==> config.mk <==
export PLATFORM = sky130hd
export DESIGN_NAME = vend_top
export DESIGN_NICKNAME = d
export VERILOG_FILES = /design/src/source/vend_money_pkg.sv /design/src/source/vend_ctrl_pkg.sv /design/src/source/input_filter.sv /design/src/source/coin_decode.sv /design/src/source/vend_sequencer.sv /design/src/source/change_dispenser.sv /design/src/source/vend_top.sv
export SDC_FILE = /design/constraint.sdc
export NUM_CORES = 1
export LEC_CHECK = 0
export BUFFER_PORTS_ARGS = -buffer_cell sky130_fd_sc_hd__buf_2
export CAP_MARGIN = 20
export CORE_MARGIN = 2
export CORE_UTILIZATION = 65
export CTS_CLUSTER_SIZE = 40
export DETAILED_ROUTE_END_ITERATION = 12
export GPL_ROUTABILITY_DRIVEN = 0
export GPL_TIMING_DRIVEN = 0
export HOLD_SLACK_MARGIN = 0.08
export PLACE_DENSITY = 0.84
export REMOVE_ABC_BUFFERS = 1
export SETUP_SLACK_MARGIN = 0.3
export SKIP_LAST_GASP = 1
export SYNTH_ARGS = -nofsm -noshare
export SYNTH_HDL_FRONTEND = slang
export SYNTH_HIERARCHICAL = 1
export SYNTH_SLANG_ARGS = --single-unit
==> constraint.sdc <==
create_clock -name clk -period 6.3 [get_ports clk]
set_input_delay 0 -clock clk [delete_from_list [all_inputs] [get_ports clk]]
set_output_delay 0 -clock clk [all_outputs]
set_load 0.02 [all_outputs]
==> src/source/vend_money_pkg.sv <==
// vending money definitions
// coin sensor codes, credit units, drink price and change request

`default_nettype none

package vend_money_pkg;

	////////////////////////////////////////
	// coin codes and credit
	////////////////////////////////////////

	// raw coin sensor code, 0 = no coin
	typedef logic [3:0] coin_code_t;

	// credit counted in 5 cent units
	typedef logic [7:0] credit_t;

	localparam coin_code_t COIN_NICKEL  = 4'd1;
	localparam coin_code_t COIN_DIME    = 4'd2;
	localparam coin_code_t COIN_QUARTER = 4'd3;
	localparam coin_code_t COIN_DOLLAR  = 4'd4;

	// unit value per coin
	localparam credit_t UNITS_NICKEL  = 8'd1;
	localparam credit_t UNITS_DIME    = 8'd2;
	localparam credit_t UNITS_QUARTER = 8'd5;
	localparam credit_t UNITS_DOLLAR  = 8'd20;

	////////////////////////////////////////
	// sale limits
	////////////////////////////////////////

	// one drink, 25 cents
	localparam credit_t PRICE_UNITS = 8'd5;

	// coins beyond this are turned away
	localparam credit_t CREDIT_MAX = 8'd60;

	// change request from sequencer to dispenser
	// start is a one cycle strobe, amount valid alongside it
	typedef struct packed {
		logic    start;
		credit_t amount;
	} change_req_t;

endpackage

`default_nettype wire

==> src/source/vend_ctrl_pkg.sv <==
// vending control definitions
// button and coin event structs, sale states, filter length

`default_nettype none

package vend_ctrl_pkg;

	// push buttons and drink finished level
	typedef struct packed {
		logic buy;
		logic cancel;
		logic drink_fin;
	} buttons_t;

	// one cycle strobe from the coin decoder
	typedef struct packed {
		logic                   valid;
		logic                   reject;
		vend_money_pkg::credit_t units;
	} coin_event_t;

	// sale sequencer states
	typedef enum logic [1:0] {
		S_COLLECT  = 2'd0,
		S_DISPENSE = 2'd1,
		S_CHANGE   = 2'd2
	} seq_state_t;

	// equal samples needed before the filter output moves
	localparam logic [2:0] FILTER_STABLE = 3'd4;

endpackage

`default_nettype wire

==> src/source/input_filter.sv <==
// input filter
// two flop synchroniser followed by a stable count debounce,
// works on any packed payload

`timescale 1ns/1ps
`default_nettype none

module input_filter #(
	parameter type payload_t = logic
) (
	input  wire logic     clk,
	input  wire logic     rst_n,
	input  wire payload_t raw,
	output payload_t      clean
);
	import vend_ctrl_pkg::*;

	// synchroniser stages
	payload_t   sync_q1;
	payload_t   sync_q2;
	// last synchronised sample and how long it has held
	payload_t   sample_q;
	logic [2:0] stable_cnt;
	payload_t   clean_q;

	always_ff @(posedge clk) begin
		if (!rst_n) begin
			sync_q1    <= '0;
			sync_q2    <= '0;
			sample_q   <= '0;
			stable_cnt <= '0;
			clean_q    <= '0;
		end else begin
			sync_q1  <= raw;
			sync_q2  <= sync_q1;
			sample_q <= sync_q2;
			// restart count on any change
			if (sync_q2 != sample_q) begin
				stable_cnt <= 3'd1;
			end else if (stable_cnt != FILTER_STABLE) begin
				stable_cnt <= stable_cnt + 3'd1;
			end
			// held long enough, pass it on
			if (stable_cnt == FILTER_STABLE) begin
				clean_q <= sample_q;
			end
		end
	end

	assign clean = clean_q;

endmodule

`default_nettype wire

==> src/source/coin_decode.sv <==
// coin decoder
// spots a newly settled coin code and turns it into a credit value,
// unknown codes come out as a reject strobe

`timescale 1ns/1ps
`default_nettype none

module coin_decode (
	input  wire logic                       clk,
	input  wire logic                       rst_n,
	input  wire vend_money_pkg::coin_code_t coin_clean,
	output vend_ctrl_pkg::coin_event_t      coin_event
);
	import vend_money_pkg::*;
	import vend_ctrl_pkg::*;

	coin_code_t  coin_prev;
	logic        new_coin;
	logic        known;
	credit_t     units;
	coin_event_t event_q;

	// idle to coin edge, once per coin
	assign new_coin = (coin_prev == '0) && (coin_clean != '0);

	////////////////////////////////////////
	// code lookup
	////////////////////////////////////////
	always_comb begin
		units = '0;
		known = 1'b1;
		case (coin_clean)
			COIN_NICKEL:  units = UNITS_NICKEL;
			COIN_DIME:    units = UNITS_DIME;
			COIN_QUARTER: units = UNITS_QUARTER;
			COIN_DOLLAR:  units = UNITS_DOLLAR;
			// anything else is a bad coin
			default:      known = 1'b0;
		endcase
	end

	always_ff @(posedge clk) begin
		if (!rst_n) begin
			coin_prev <= '0;
			event_q   <= '0;
		end else begin
			coin_prev      <= coin_clean;
			event_q.valid  <= new_coin & known;
			event_q.reject <= new_coin & ~known;
			event_q.units  <= units;
		end
	end

	assign coin_event = event_q;

	// a credited coin carries a value and is never turned away as well
	a_valid_has_units: assert property (@(posedge clk) disable iff (!rst_n)
		coin_event.valid |-> (coin_event.units != '0) && !coin_event.reject);

endmodule

`default_nettype wire

==> src/source/vend_sequencer.sv <==
// sale sequencer
// keeps the credit, runs collect / dispense / change and
// hands the balance to the change dispenser

`timescale 1ns/1ps
`default_nettype none

module vend_sequencer (
	input  wire logic                       clk,
	input  wire logic                       rst_n,
	input  wire vend_ctrl_pkg::coin_event_t coin_event,
	input  wire vend_ctrl_pkg::buttons_t    buttons_clean,
	input  wire logic                       change_done,
	output logic                            drink_ctrl,
	output logic                            coin_reject,
	output vend_money_pkg::credit_t         credit,
	output vend_money_pkg::change_req_t     change_req
);
	import vend_money_pkg::*;
	import vend_ctrl_pkg::*;

	////////////////////////////////////////
	// state and registers
	////////////////////////////////////////
	seq_state_t  state_q;
	credit_t     credit_q;
	logic        drink_q;
	logic        reject_q;
	change_req_t change_req_q;
	buttons_t    buttons_prev;

	// button rising edges
	logic buy_edge;
	logic cancel_edge;
	logic fin_edge;

	// decisions for this cycle
	logic       buy_go;
	logic       cancel_go;
	logic       coin_ok;
	logic [8:0] coin_sum;

	assign buy_edge    = buttons_clean.buy & ~buttons_prev.buy;
	assign cancel_edge = buttons_clean.cancel & ~buttons_prev.cancel;
	assign fin_edge    = buttons_clean.drink_fin & ~buttons_prev.drink_fin;

	// buy wins over cancel, too little credit is ignored
	assign buy_go    = (state_q == S_COLLECT) && buy_edge && (credit_q >= PRICE_UNITS);
	assign cancel_go = (state_q == S_COLLECT) && !buy_go && cancel_edge
		&& (credit_q != '0);

	// 9 bit sum so the limit check cannot wrap
	assign coin_sum = {1'b0, credit_q} + {1'b0, coin_event.units};
	// coin landing with an accepted cancel is turned away
	assign coin_ok  = coin_event.valid && (state_q == S_COLLECT) && !cancel_go
		&& (coin_sum <= {1'b0, CREDIT_MAX});

	////////////////////////////////////////
	// sale fsm
	////////////////////////////////////////
	always_ff @(posedge clk) begin
		if (!rst_n) begin
			state_q      <= S_COLLECT;
			credit_q     <= '0;
			drink_q      <= 1'b0;
			reject_q     <= 1'b0;
			change_req_q <= '0;
			buttons_prev <= '0;
		end else begin
			buttons_prev       <= buttons_clean;
			// bad code, over the limit or wrong state
			reject_q           <= coin_event.reject | (coin_event.valid & ~coin_ok);
			change_req_q.start <= 1'b0;
			if (coin_ok) begin
				credit_q <= coin_sum[7:0];
			end
			case (state_q)
				S_COLLECT: begin
					if (buy_go) begin
						state_q <= S_DISPENSE;
						drink_q <= 1'b1;
					end else if (cancel_go) begin
						// refund everything
						state_q             <= S_CHANGE;
						change_req_q.start  <= 1'b1;
						change_req_q.amount <= credit_q;
					end
				end
				S_DISPENSE: begin
					// drink out, pay back what is over the price
					if (fin_edge) begin
						drink_q             <= 1'b0;
						state_q             <= S_CHANGE;
						change_req_q.start  <= 1'b1;
						change_req_q.amount <= credit_q - PRICE_UNITS;
					end
				end
				S_CHANGE: begin
					// wait for the dispenser
					if (change_done) begin
						credit_q <= '0;
						state_q  <= S_COLLECT;
					end
				end
				default: state_q <= S_COLLECT;
			endcase
		end
	end

	assign drink_ctrl  = drink_q;
	assign coin_reject = reject_q;
	assign credit      = credit_q;
	assign change_req  = change_req_q;

	////////////////////////////////////////
	// checks
	////////////////////////////////////////
	a_credit_limit: assert property (@(posedge clk) disable iff (!rst_n)
		credit_q <= CREDIT_MAX);

	a_drink_in_dispense: assert property (@(posedge clk) disable iff (!rst_n)
		drink_q |-> (state_q == S_DISPENSE));

	// start only on the first S_CHANGE cycle
	a_start_on_entry: assert property (@(posedge clk) disable iff (!rst_n)
		change_req_q.start |-> (state_q == S_CHANGE) && ($past(state_q) != S_CHANGE));

endmodule

`default_nettype wire

==> src/source/change_dispenser.sv <==
// change dispenser
// counts a change amount out as money_out pulses with a gap cycle
// between them, then strobes change_done

`timescale 1ns/1ps
`default_nettype none

module change_dispenser (
	input  wire logic                        clk,
	input  wire logic                        rst_n,
	input  wire vend_money_pkg::change_req_t change_req,
	output logic                             money_out,
	output logic                             change_done
);
	import vend_money_pkg::*;

	logic    busy_q;
	// pulses still owed after the current one
	credit_t pulse_left;
	// high = pulse phase, low = gap phase
	logic    pulse_q;
	logic    done_q;

	always_ff @(posedge clk) begin
		if (!rst_n) begin
			busy_q     <= 1'b0;
			pulse_left <= '0;
			pulse_q    <= 1'b0;
			done_q     <= 1'b0;
		end else begin
			done_q <= 1'b0;
			if (change_req.start) begin
				// zero amount finishes right away
				if (change_req.amount == '0) begin
					done_q <= 1'b1;
				end else begin
					busy_q     <= 1'b1;
					pulse_q    <= 1'b1;
					pulse_left <= change_req.amount - 8'd1;
				end
			end else if (busy_q) begin
				if (pulse_q) begin
					pulse_q <= 1'b0;
					// last pulse just went out
					if (pulse_left == '0) begin
						busy_q <= 1'b0;
						done_q <= 1'b1;
					end
				end else begin
					// gap over, next unit
					pulse_q    <= 1'b1;
					pulse_left <= pulse_left - 8'd1;
				end
			end
		end
	end

	assign money_out   = pulse_q;
	assign change_done = done_q;

	// sequencer must wait for done before asking again
	a_no_start_busy: assert property (@(posedge clk) disable iff (!rst_n)
		change_req.start |-> !busy_q);

endmodule

`default_nettype wire

==> src/source/vend_top.sv <==
// vending controller top
// input filters, coin decoder, sale sequencer and change dispenser

`timescale 1ns/1ps
`default_nettype none

module vend_top (
	input  wire logic                       clk,
	input  wire logic                       rst_n,
	input  wire vend_money_pkg::coin_code_t money_in,
	input  wire vend_ctrl_pkg::buttons_t    buttons,
	output logic                            drink_ctrl,
	output logic                            money_out,
	output logic                            coin_reject,
	output vend_money_pkg::credit_t         credit
);
	import vend_money_pkg::*;
	import vend_ctrl_pkg::*;

	////////////////////////////////////////
	// internal wires
	////////////////////////////////////////
	coin_code_t  coin_clean;
	buttons_t    buttons_clean;
	coin_event_t coin_event;
	change_req_t change_req;
	logic        change_done;

	// coin sensor and buttons cleaned up separately
	input_filter #(.payload_t(coin_code_t)) coin_filter_i (
		.clk   (clk),
		.rst_n (rst_n),
		.raw   (money_in),
		.clean (coin_clean)
	);

	input_filter #(.payload_t(buttons_t)) button_filter_i (
		.clk   (clk),
		.rst_n (rst_n),
		.raw   (buttons),
		.clean (buttons_clean)
	);

	coin_decode coin_decode_i (
		.clk        (clk),
		.rst_n      (rst_n),
		.coin_clean (coin_clean),
		.coin_event (coin_event)
	);

	vend_sequencer vend_sequencer_i (
		.clk           (clk),
		.rst_n         (rst_n),
		.coin_event    (coin_event),
		.buttons_clean (buttons_clean),
		.change_done   (change_done),
		.drink_ctrl    (drink_ctrl),
		.coin_reject   (coin_reject),
		.credit        (credit),
		.change_req    (change_req)
	);

	change_dispenser change_dispenser_i (
		.clk         (clk),
		.rst_n       (rst_n),
		.change_req  (change_req),
		.money_out   (money_out),
		.change_done (change_done)
	);

endmodule

`default_nettype wire

==> flow_summary_export.csv, run 1 <==
group,metric,value,unit
status,status,"finished clean",
floorplan,io_pins,20,
routing,drc,0,
yosys,ys_seq_area_share,41.3,%
clock_tree,root_buffer,"clkbuf_8",
power_and_ir_drop,leakagePower,1.63,nW
worst_setup_path,reg2reg_depth,9,
worst_setup_path,crit_type,"flop to flop",
yosys,synth.area.mux_share,2.91,%
placement,dp_cells,493,
routing,wire_per_inst,14.5,microns
routing,drt_iter0_drc,225,
clock_tree,cts.sinks,79,
sta,worst_pin_slew,1.05,ns
cells_and_area,n_antenna_cell,0,
clock_tree,cts_tree,"done",
clock_tree,cts_max_path_buffers,2,
routing,final_antenna_net_count,0,
yosys,synth.distinct_cells,72,
grt,grt_pass1_wl,12.7,mm
sta,setup-tns-final,0,ns
cells_and_area,register_area,1580,sq um
clock_tree,cts-resized-gates,0,
sta,rsz0062_at_grt,"false",
sta,hold_viol,0,
power_and_ir_drop,power_density,220,nW/um^2
worst_setup_path,r2r_setup_slack,3.38,ns
sta,finalSetupViolations,0,
cells_and_area,syn2layout_area_growth,9.29,%
routing,first_pass_iters,5,
sta,max-slew-margin-rel,30.0,%
placement,portBuffers,19,
yosys,synth_compound_area_share,17.3,%
floorplan,start_util,68.2,%
worst_hold_path,min_path_type,"input pin to flop",
routing,via_count,3143,
placement,place_area,3930,sq um
clock_tree,h-tree-depth,3,
routing,vias_per_cell,6.08,
grt,grt_overflow,0,
clock_tree,clk_pin_slew,0.08,ns
run,drv_cap,0,
worst_hold_path,hold_depth,2,
routing,routed_wl,7.47,mm
grt,grt_max_degree,56,
worst_setup_path,crit_path_end_kind,"flop",
yosys,post_synth_and_or_nand_nor_area_fraction,25.7,%
worst_setup_path,timing.rr.end,"vend_sequencer_i/credit[1]",
yosys,synth.avg_cell_area,9.17,sq um
sta,fin_crit,2.92,ns
grt,antenna_found_initial,0,
floorplan,die_area,6510,sq um
cells_and_area,final_nets,465,
yosys,ys.flop_type,"dfxtp_1",
clock_tree,cts_made_buffers,9,
floorplan,coreArea,5610,sq um
worst_hold_path,min-delay-start,"rst_n",
worst_setup_path,cp-start-kind,"flop",
clock_tree,insertion_delay,0.35,ns
yosys,yosysWarnings,6,
sta,fmax,342,MHz
worst_setup_path,worstReg2RegStart,"vend_sequencer_i/credit[0]",
placement,hpwl,5.12,mm
yosys,syn_area,3820,sq um
worst_setup_path,crit_arrival,3.18,ns
sta,final.setup_skew,0.0139,ns
sta,slew_viol_final,0,
yosys,ys_ff_latch,79,
floorplan,die_h,80.7,microns
cells_and_area,multiInputGateArea,2100,sq um
cells_and_area,fill_cells,428,
cells_and_area,design_area,4180,sq um
worst_hold_path,hold_end,"coin_filter_i/stable_cnt[0]",
yosys,synthCells,417,
floorplan,die_w,80.7,microns
cells_and_area,final_util,74.5,%
yosys,synthAdderAreaFrac,5.43,%
yosys,synth-xor-area-share,3.17,%
yosys,synth_top_family_by_area,"simple AND/OR/NAND/NOR gates",
cells_and_area,drive_gt1_share,11.5,%
cells_and_area,final_cells,517,
worst_setup_path,path_max_fanout,9,
worst_setup_path,required,6.56,ns
floorplan,num_rows,27,
yosys,synth_edf_count,0,
grt,grtUsageTotal,25.0,%
grt,grt_pass1_vias,2927,
yosys,async_flop_share,0,%
sta,post-route-period-util,46.4,%
power_and_ir_drop,ir_worst_vdd,0.000217,V
-- cell usage in the layout (no fill, tap or decap), types with 13 or more instances in the layout --
cell and count:
and2_1 29, nand2_1 36, dfxtp_1 79, o21ai_0 18
nor2_1 20, a21oi_1 23, nor3_1 16, nand3_1 13
inv_1 16, ha_1 15, buf_2 19
-- power by group --
| group | total, mW | internal (mW) | switching [mW] |
|---|---|---|---|
| clock | 0.333 | 0.156 | 0.177 |
| combinational | 0.0690 | 0.0325 | 0.0365 |
| sequential | 0.519 | 0.510 | 0.00977 |
| total | 0.921 | 0.698 | 0.224 |
-- worst max-delay path: stages, from the launching register on --
cell	delay, ns
dfxtp_1	0.37
ha_1	0.23
inv_1	0.07
fa_1	0.26
nor2b_4	0.06
o31a_1	0.27
o21a_1	0.20
or3_4	0.34
a2111oi_4	0.74
mux2i_1	0.30
-- cells in the mapped netlist (all sizes together) (3+ instances only) --
library cell  number  share of area [%]
a211oi             3               0.59
a21boi             3               0.59
a21oi             23                3.0
a221oi             3               0.85
a22oi              4               0.79
a31oi              5               0.82
and2              29                4.7
buf               10                1.5
clkbuf             7               0.69
dfxtp             79                 41
ha                15                4.9
inv               16                1.6
mux2i             10                2.6
nand2             38                4.0
nand2b             7                1.1
nand3             13                1.7
nand3b             5               0.98
nand4              4               0.65
nor2              20                2.0
nor2b              3               0.69
nor3              16                2.1
nor3b              5               0.98
nor4b              4               0.92
o2111ai            3               0.69
o211ai             3               0.59
o21a               5               0.98
o21ai             18                2.4
o311ai             3               0.88
o31ai              3               0.95
or3                6                1.1
or3b               4               0.92
or4                7                1.5
or4b               3               0.79
xnor2             11                2.7
-- routing by layer --
metal / vias up / share of wire [%] / global-route usage, %
met5: - / 0 / 0
li1: 1550 / - / -
met2: 95 / 49 / 42.6
met1: 1478 / 44 / 29.8
met4: 0 / 1.9 / 9.32
met3: 20 / 5.4 / 7.19
-- cell families after synthesis --
| group | count (synthesis) |
|---|---|
| compound gates | 91 |
| xor+xnor | 13 |
| fa+ha+maj | 16 |
| buf+inv | 34 |
| flops | 79 |
| mux | 11 |
| other cells | 1 |
| simple gates | 172 |
-- cell type report --
type | count | share of cell area [%]
Tap cell | 72 | 2.16
Sequential cell | 79 | 37.8
Clock buffer | 12 | 3.47
Multi-Input combinational cell | 307 | 50.3
Timing Repair Buffer | 27 | 4.13
Inverter | 16 | 1.44
Clock inverter | 4 | 0.718
-- sequential cells by signal, indices dropped and copies added, names as in the netlist, 4 cells and up --
name,flops
coin_filter_i/sync_q2,4
coin_decode_i/coin_prev,4
coin_filter_i/sample_q,4
coin_filter_i/clean,4
change_dispenser_i/pulse_left,8
coin_filter_i/sync_q1,4
vend_sequencer_i/change_req,9
coin_decode_i/coin_event,6
vend_sequencer_i/credit,8
-- per-stage QoR --
step	setup slack [ns]	hold WS, ns	power, mW
after global routing	3.24	0.310	0.963
after global placement	3.48	0.205	0.591
after detailed placement	3.43	0.209	0.595
final	3.38	0.273	0.921
after floorplan	3.59	0.113	0.577
after CTS	3.40	0.270	0.926
-- what timing repair did --
| action | CTS | global route |
|---|---|---|
| hold buffers | 7 | 0 |
| hold endpoints to repair | 7 | 0 |
| buffers inserted | 0 | 0 |
| setup endpoints to repair | 0 | 0 |
-- worst max-delay path by stage --
stage / from / end / slack (ns)
6_report: vend_sequencer_i/credit[0] / vend_sequencer_i/credit[1] / 3.38
3_3_place_gp: vend_sequencer_i/credit[0] / vend_sequencer_i/credit[7] / 3.48
2_1_floorplan: vend_sequencer_i/credit[2] / vend_sequencer_i/credit[6] / 3.59
5_1_grt: vend_sequencer_i/credit[0] / vend_sequencer_i/credit[5] / 3.24
3_5_place_dp: vend_sequencer_i/credit[0] / vend_sequencer_i/credit[7] / 3.43
4_1_cts: vend_sequencer_i/credit[0] / vend_sequencer_i/credit[1] / 3.40
Note: power is estimated with default switching activity, not from simulation.
==> inputs of run 2 (changes only) <==
Settings changed: CORE_UTILIZATION 65 to 61, PLACE_DENSITY 0.84 to 0.8.
Clock period 6.3 ns to 2.7 ns, I/O delays scaled along.
==> flow_summary_export.csv, run 2 (synthesis gave the netlist of run 1 again) <==
group,metric,value,unit
sta,post-route-period-util,90.8,%
sta,slew_viol_final,0,
sta,setup-tns-final,0,ns
worst_setup_path,crit_type,"flop to flop",
cells_and_area,largest_reg_flops,9,
grt,antenna_found_initial,0,
worst_setup_path,crit_path_end_kind,"flop",
sta,finalSetupViolations,0,
power_and_ir_drop,power_density,502,nW/um^2
floorplan,die_h,83.2,microns
grt,grt_pass1_vias,2835,
clock_tree,cts_max_path_buffers,2,
routing,drc,0,
cells_and_area,syn2layout_area_growth,12.8,%
grt,grtUsageTotal,22.6,%
worst_setup_path,required,2.97,ns
floorplan,coreArea,5990,sq um
grt,grt_pass1_wl,12.9,mm
clock_tree,cts.sinks,79,
run,drv_cap,0,
cells_and_area,n_antenna_cell,0,
cells_and_area,design_area,4310,sq um
placement,dp_cells,496,
cells_and_area,final_cells,527,
power_and_ir_drop,ir_worst_vdd,0.000499,V
placement,place_area,3930,sq um
clock_tree,cts_made_buffers,9,
grt,grt_max_degree,56,
sta,fmax,408,MHz
routing,wire_per_inst,15.1,microns
placement,portBuffers,19,
cells_and_area,final_nets,472,
routing,drt_iter0_drc,327,
status,status,"finished clean",
clock_tree,root_buffer,"clkbuf_8",
sta,fin_crit,2.45,ns
floorplan,die_area,6920,sq um
floorplan,io_pins,20,
cells_and_area,final_util,72.0,%
sta,max-slew-margin-rel,30.3,%
cells_and_area,final_cell_mix,"dfxtp_1, nand2_1, and2_1",
power_and_ir_drop,leakagePower,1.68,nW
floorplan,num_rows,28,
floorplan,die_w,83.2,microns
clock_tree,insertion_delay,0.35,ns
routing,vias_per_cell,6.00,
clock_tree,clk_pin_slew,0.08,ns
worst_setup_path,crit_arrival,2.72,ns
placement,hpwl,5.05,mm
sta,worst_pin_slew,1.04,ns
worst_setup_path,path_max_fanout,5,
routing,via_count,3160,
clock_tree,cts_tree,"done",
floorplan,start_util,63.8,%
routing,routed_wl,7.95,mm
routing,final_antenna_net_count,0,
sta,hold_viol,0,
clock_tree,h-tree-depth,3,
cells_and_area,drive_gt1_share,16.6,%
cells_and_area,final_common_cell,"dfxtp_1",
sta,rsz0062_at_grt,"true",
worst_hold_path,min_path_type,"input pin to flop",
sta,final.setup_skew,0.00952,ns
worst_setup_path,cp-start-kind,"flop",
grt,grt_overflow,0,
routing,first_pass_iters,5,
power_and_ir_drop,power.total,2.17,mW
==> run 2: changes by cell type in the layout (fill, tap and decap cells not counted), sizes merged <==
cell / previous run / this run
buf: 20 / 27
inv: 17 / 16
clkbuf: 12 / 13
==> run 2: cell type report <==
| class | count | area (sq um) |
|---|---|---|
| multi-input cells | 307 | 2160 |
| fillers | 463 | 1680 |
| flip-flops and latches | 79 | 1590 |
| repair buffers | 34 | 225 |
| clock buffers | 13 | 159 |
| well taps | 75 | 93.8 |
| inverters | 16 | 60.1 |
| clock inverters | 3 | 17.5 |
==> run 2: power by group <==
group          internal, mW  leakage (nW)  switching (mW)
clock                 0.382        0.0894           0.414
combinational        0.0761         0.943          0.0849
sequential             1.19         0.645          0.0218
total                  1.65          1.68           0.521
==> run 2: per-layer routing <==
metal	track usage, %	vias to the layer above	part of all wire, %	wire (microns)
met4	7.00	0	1.8	143
met2	36.7	95	49	3860
li1	-	1567	-	-
met3	5.47	17	4.4	351
met5	0	-	0	0
met1	29.7	1481	45	3600
==> run 2: worst max-delay path, stage by stage (launching register included) <==
cell and delay [ns]:
dfxtp_4 0.36, ha_4 0.16, inv_2 0.05, fa_2 0.22, nor2b_4 0.05, o31a_1 0.26
o21a_1 0.20, or3_4 0.34, a2111oi_4 0.32, buf_4 0.21, mux2i_1 0.20
==> run 2: what timing repair did <==
action / in CTS / in global routing
hold buffers: 7 / 0
pin swaps: 2 / 1
endpoints found under the hold margin: 7 / 0
resized for setup: 11 / 12
setup endpoints to repair: 14 / 17
buffers inserted: 5 / 2
==> run 2: per-stage QoR <==
stage | hold WS (ns) | worst slack [ns]
final | 0.259 | 0.249
after global routing | 0.319 | 0.139
after CTS | 0.267 | 0.268
after detailed placement | 0.211 | -0.165
after global placement | 0.205 | -0.119
after floorplan | 0.113 | -0.00944
==> run 2: path summary, 6_finish.rpt <==
path	from	endpoint	cells after the start	slack, ns
setup / recovery	vend_sequencer_i/credit[0]	vend_sequencer_i/credit[5]	10	0.25
hold / removal	rst_n	coin_filter_i/stable_cnt[0]	2	0.26
setup reg to reg	vend_sequencer_i/credit[0]	vend_sequencer_i/credit[5]	10	0.25
hold reg to reg	coin_decode_i/coin_event[8]	vend_sequencer_i/coin_reject	2	0.44
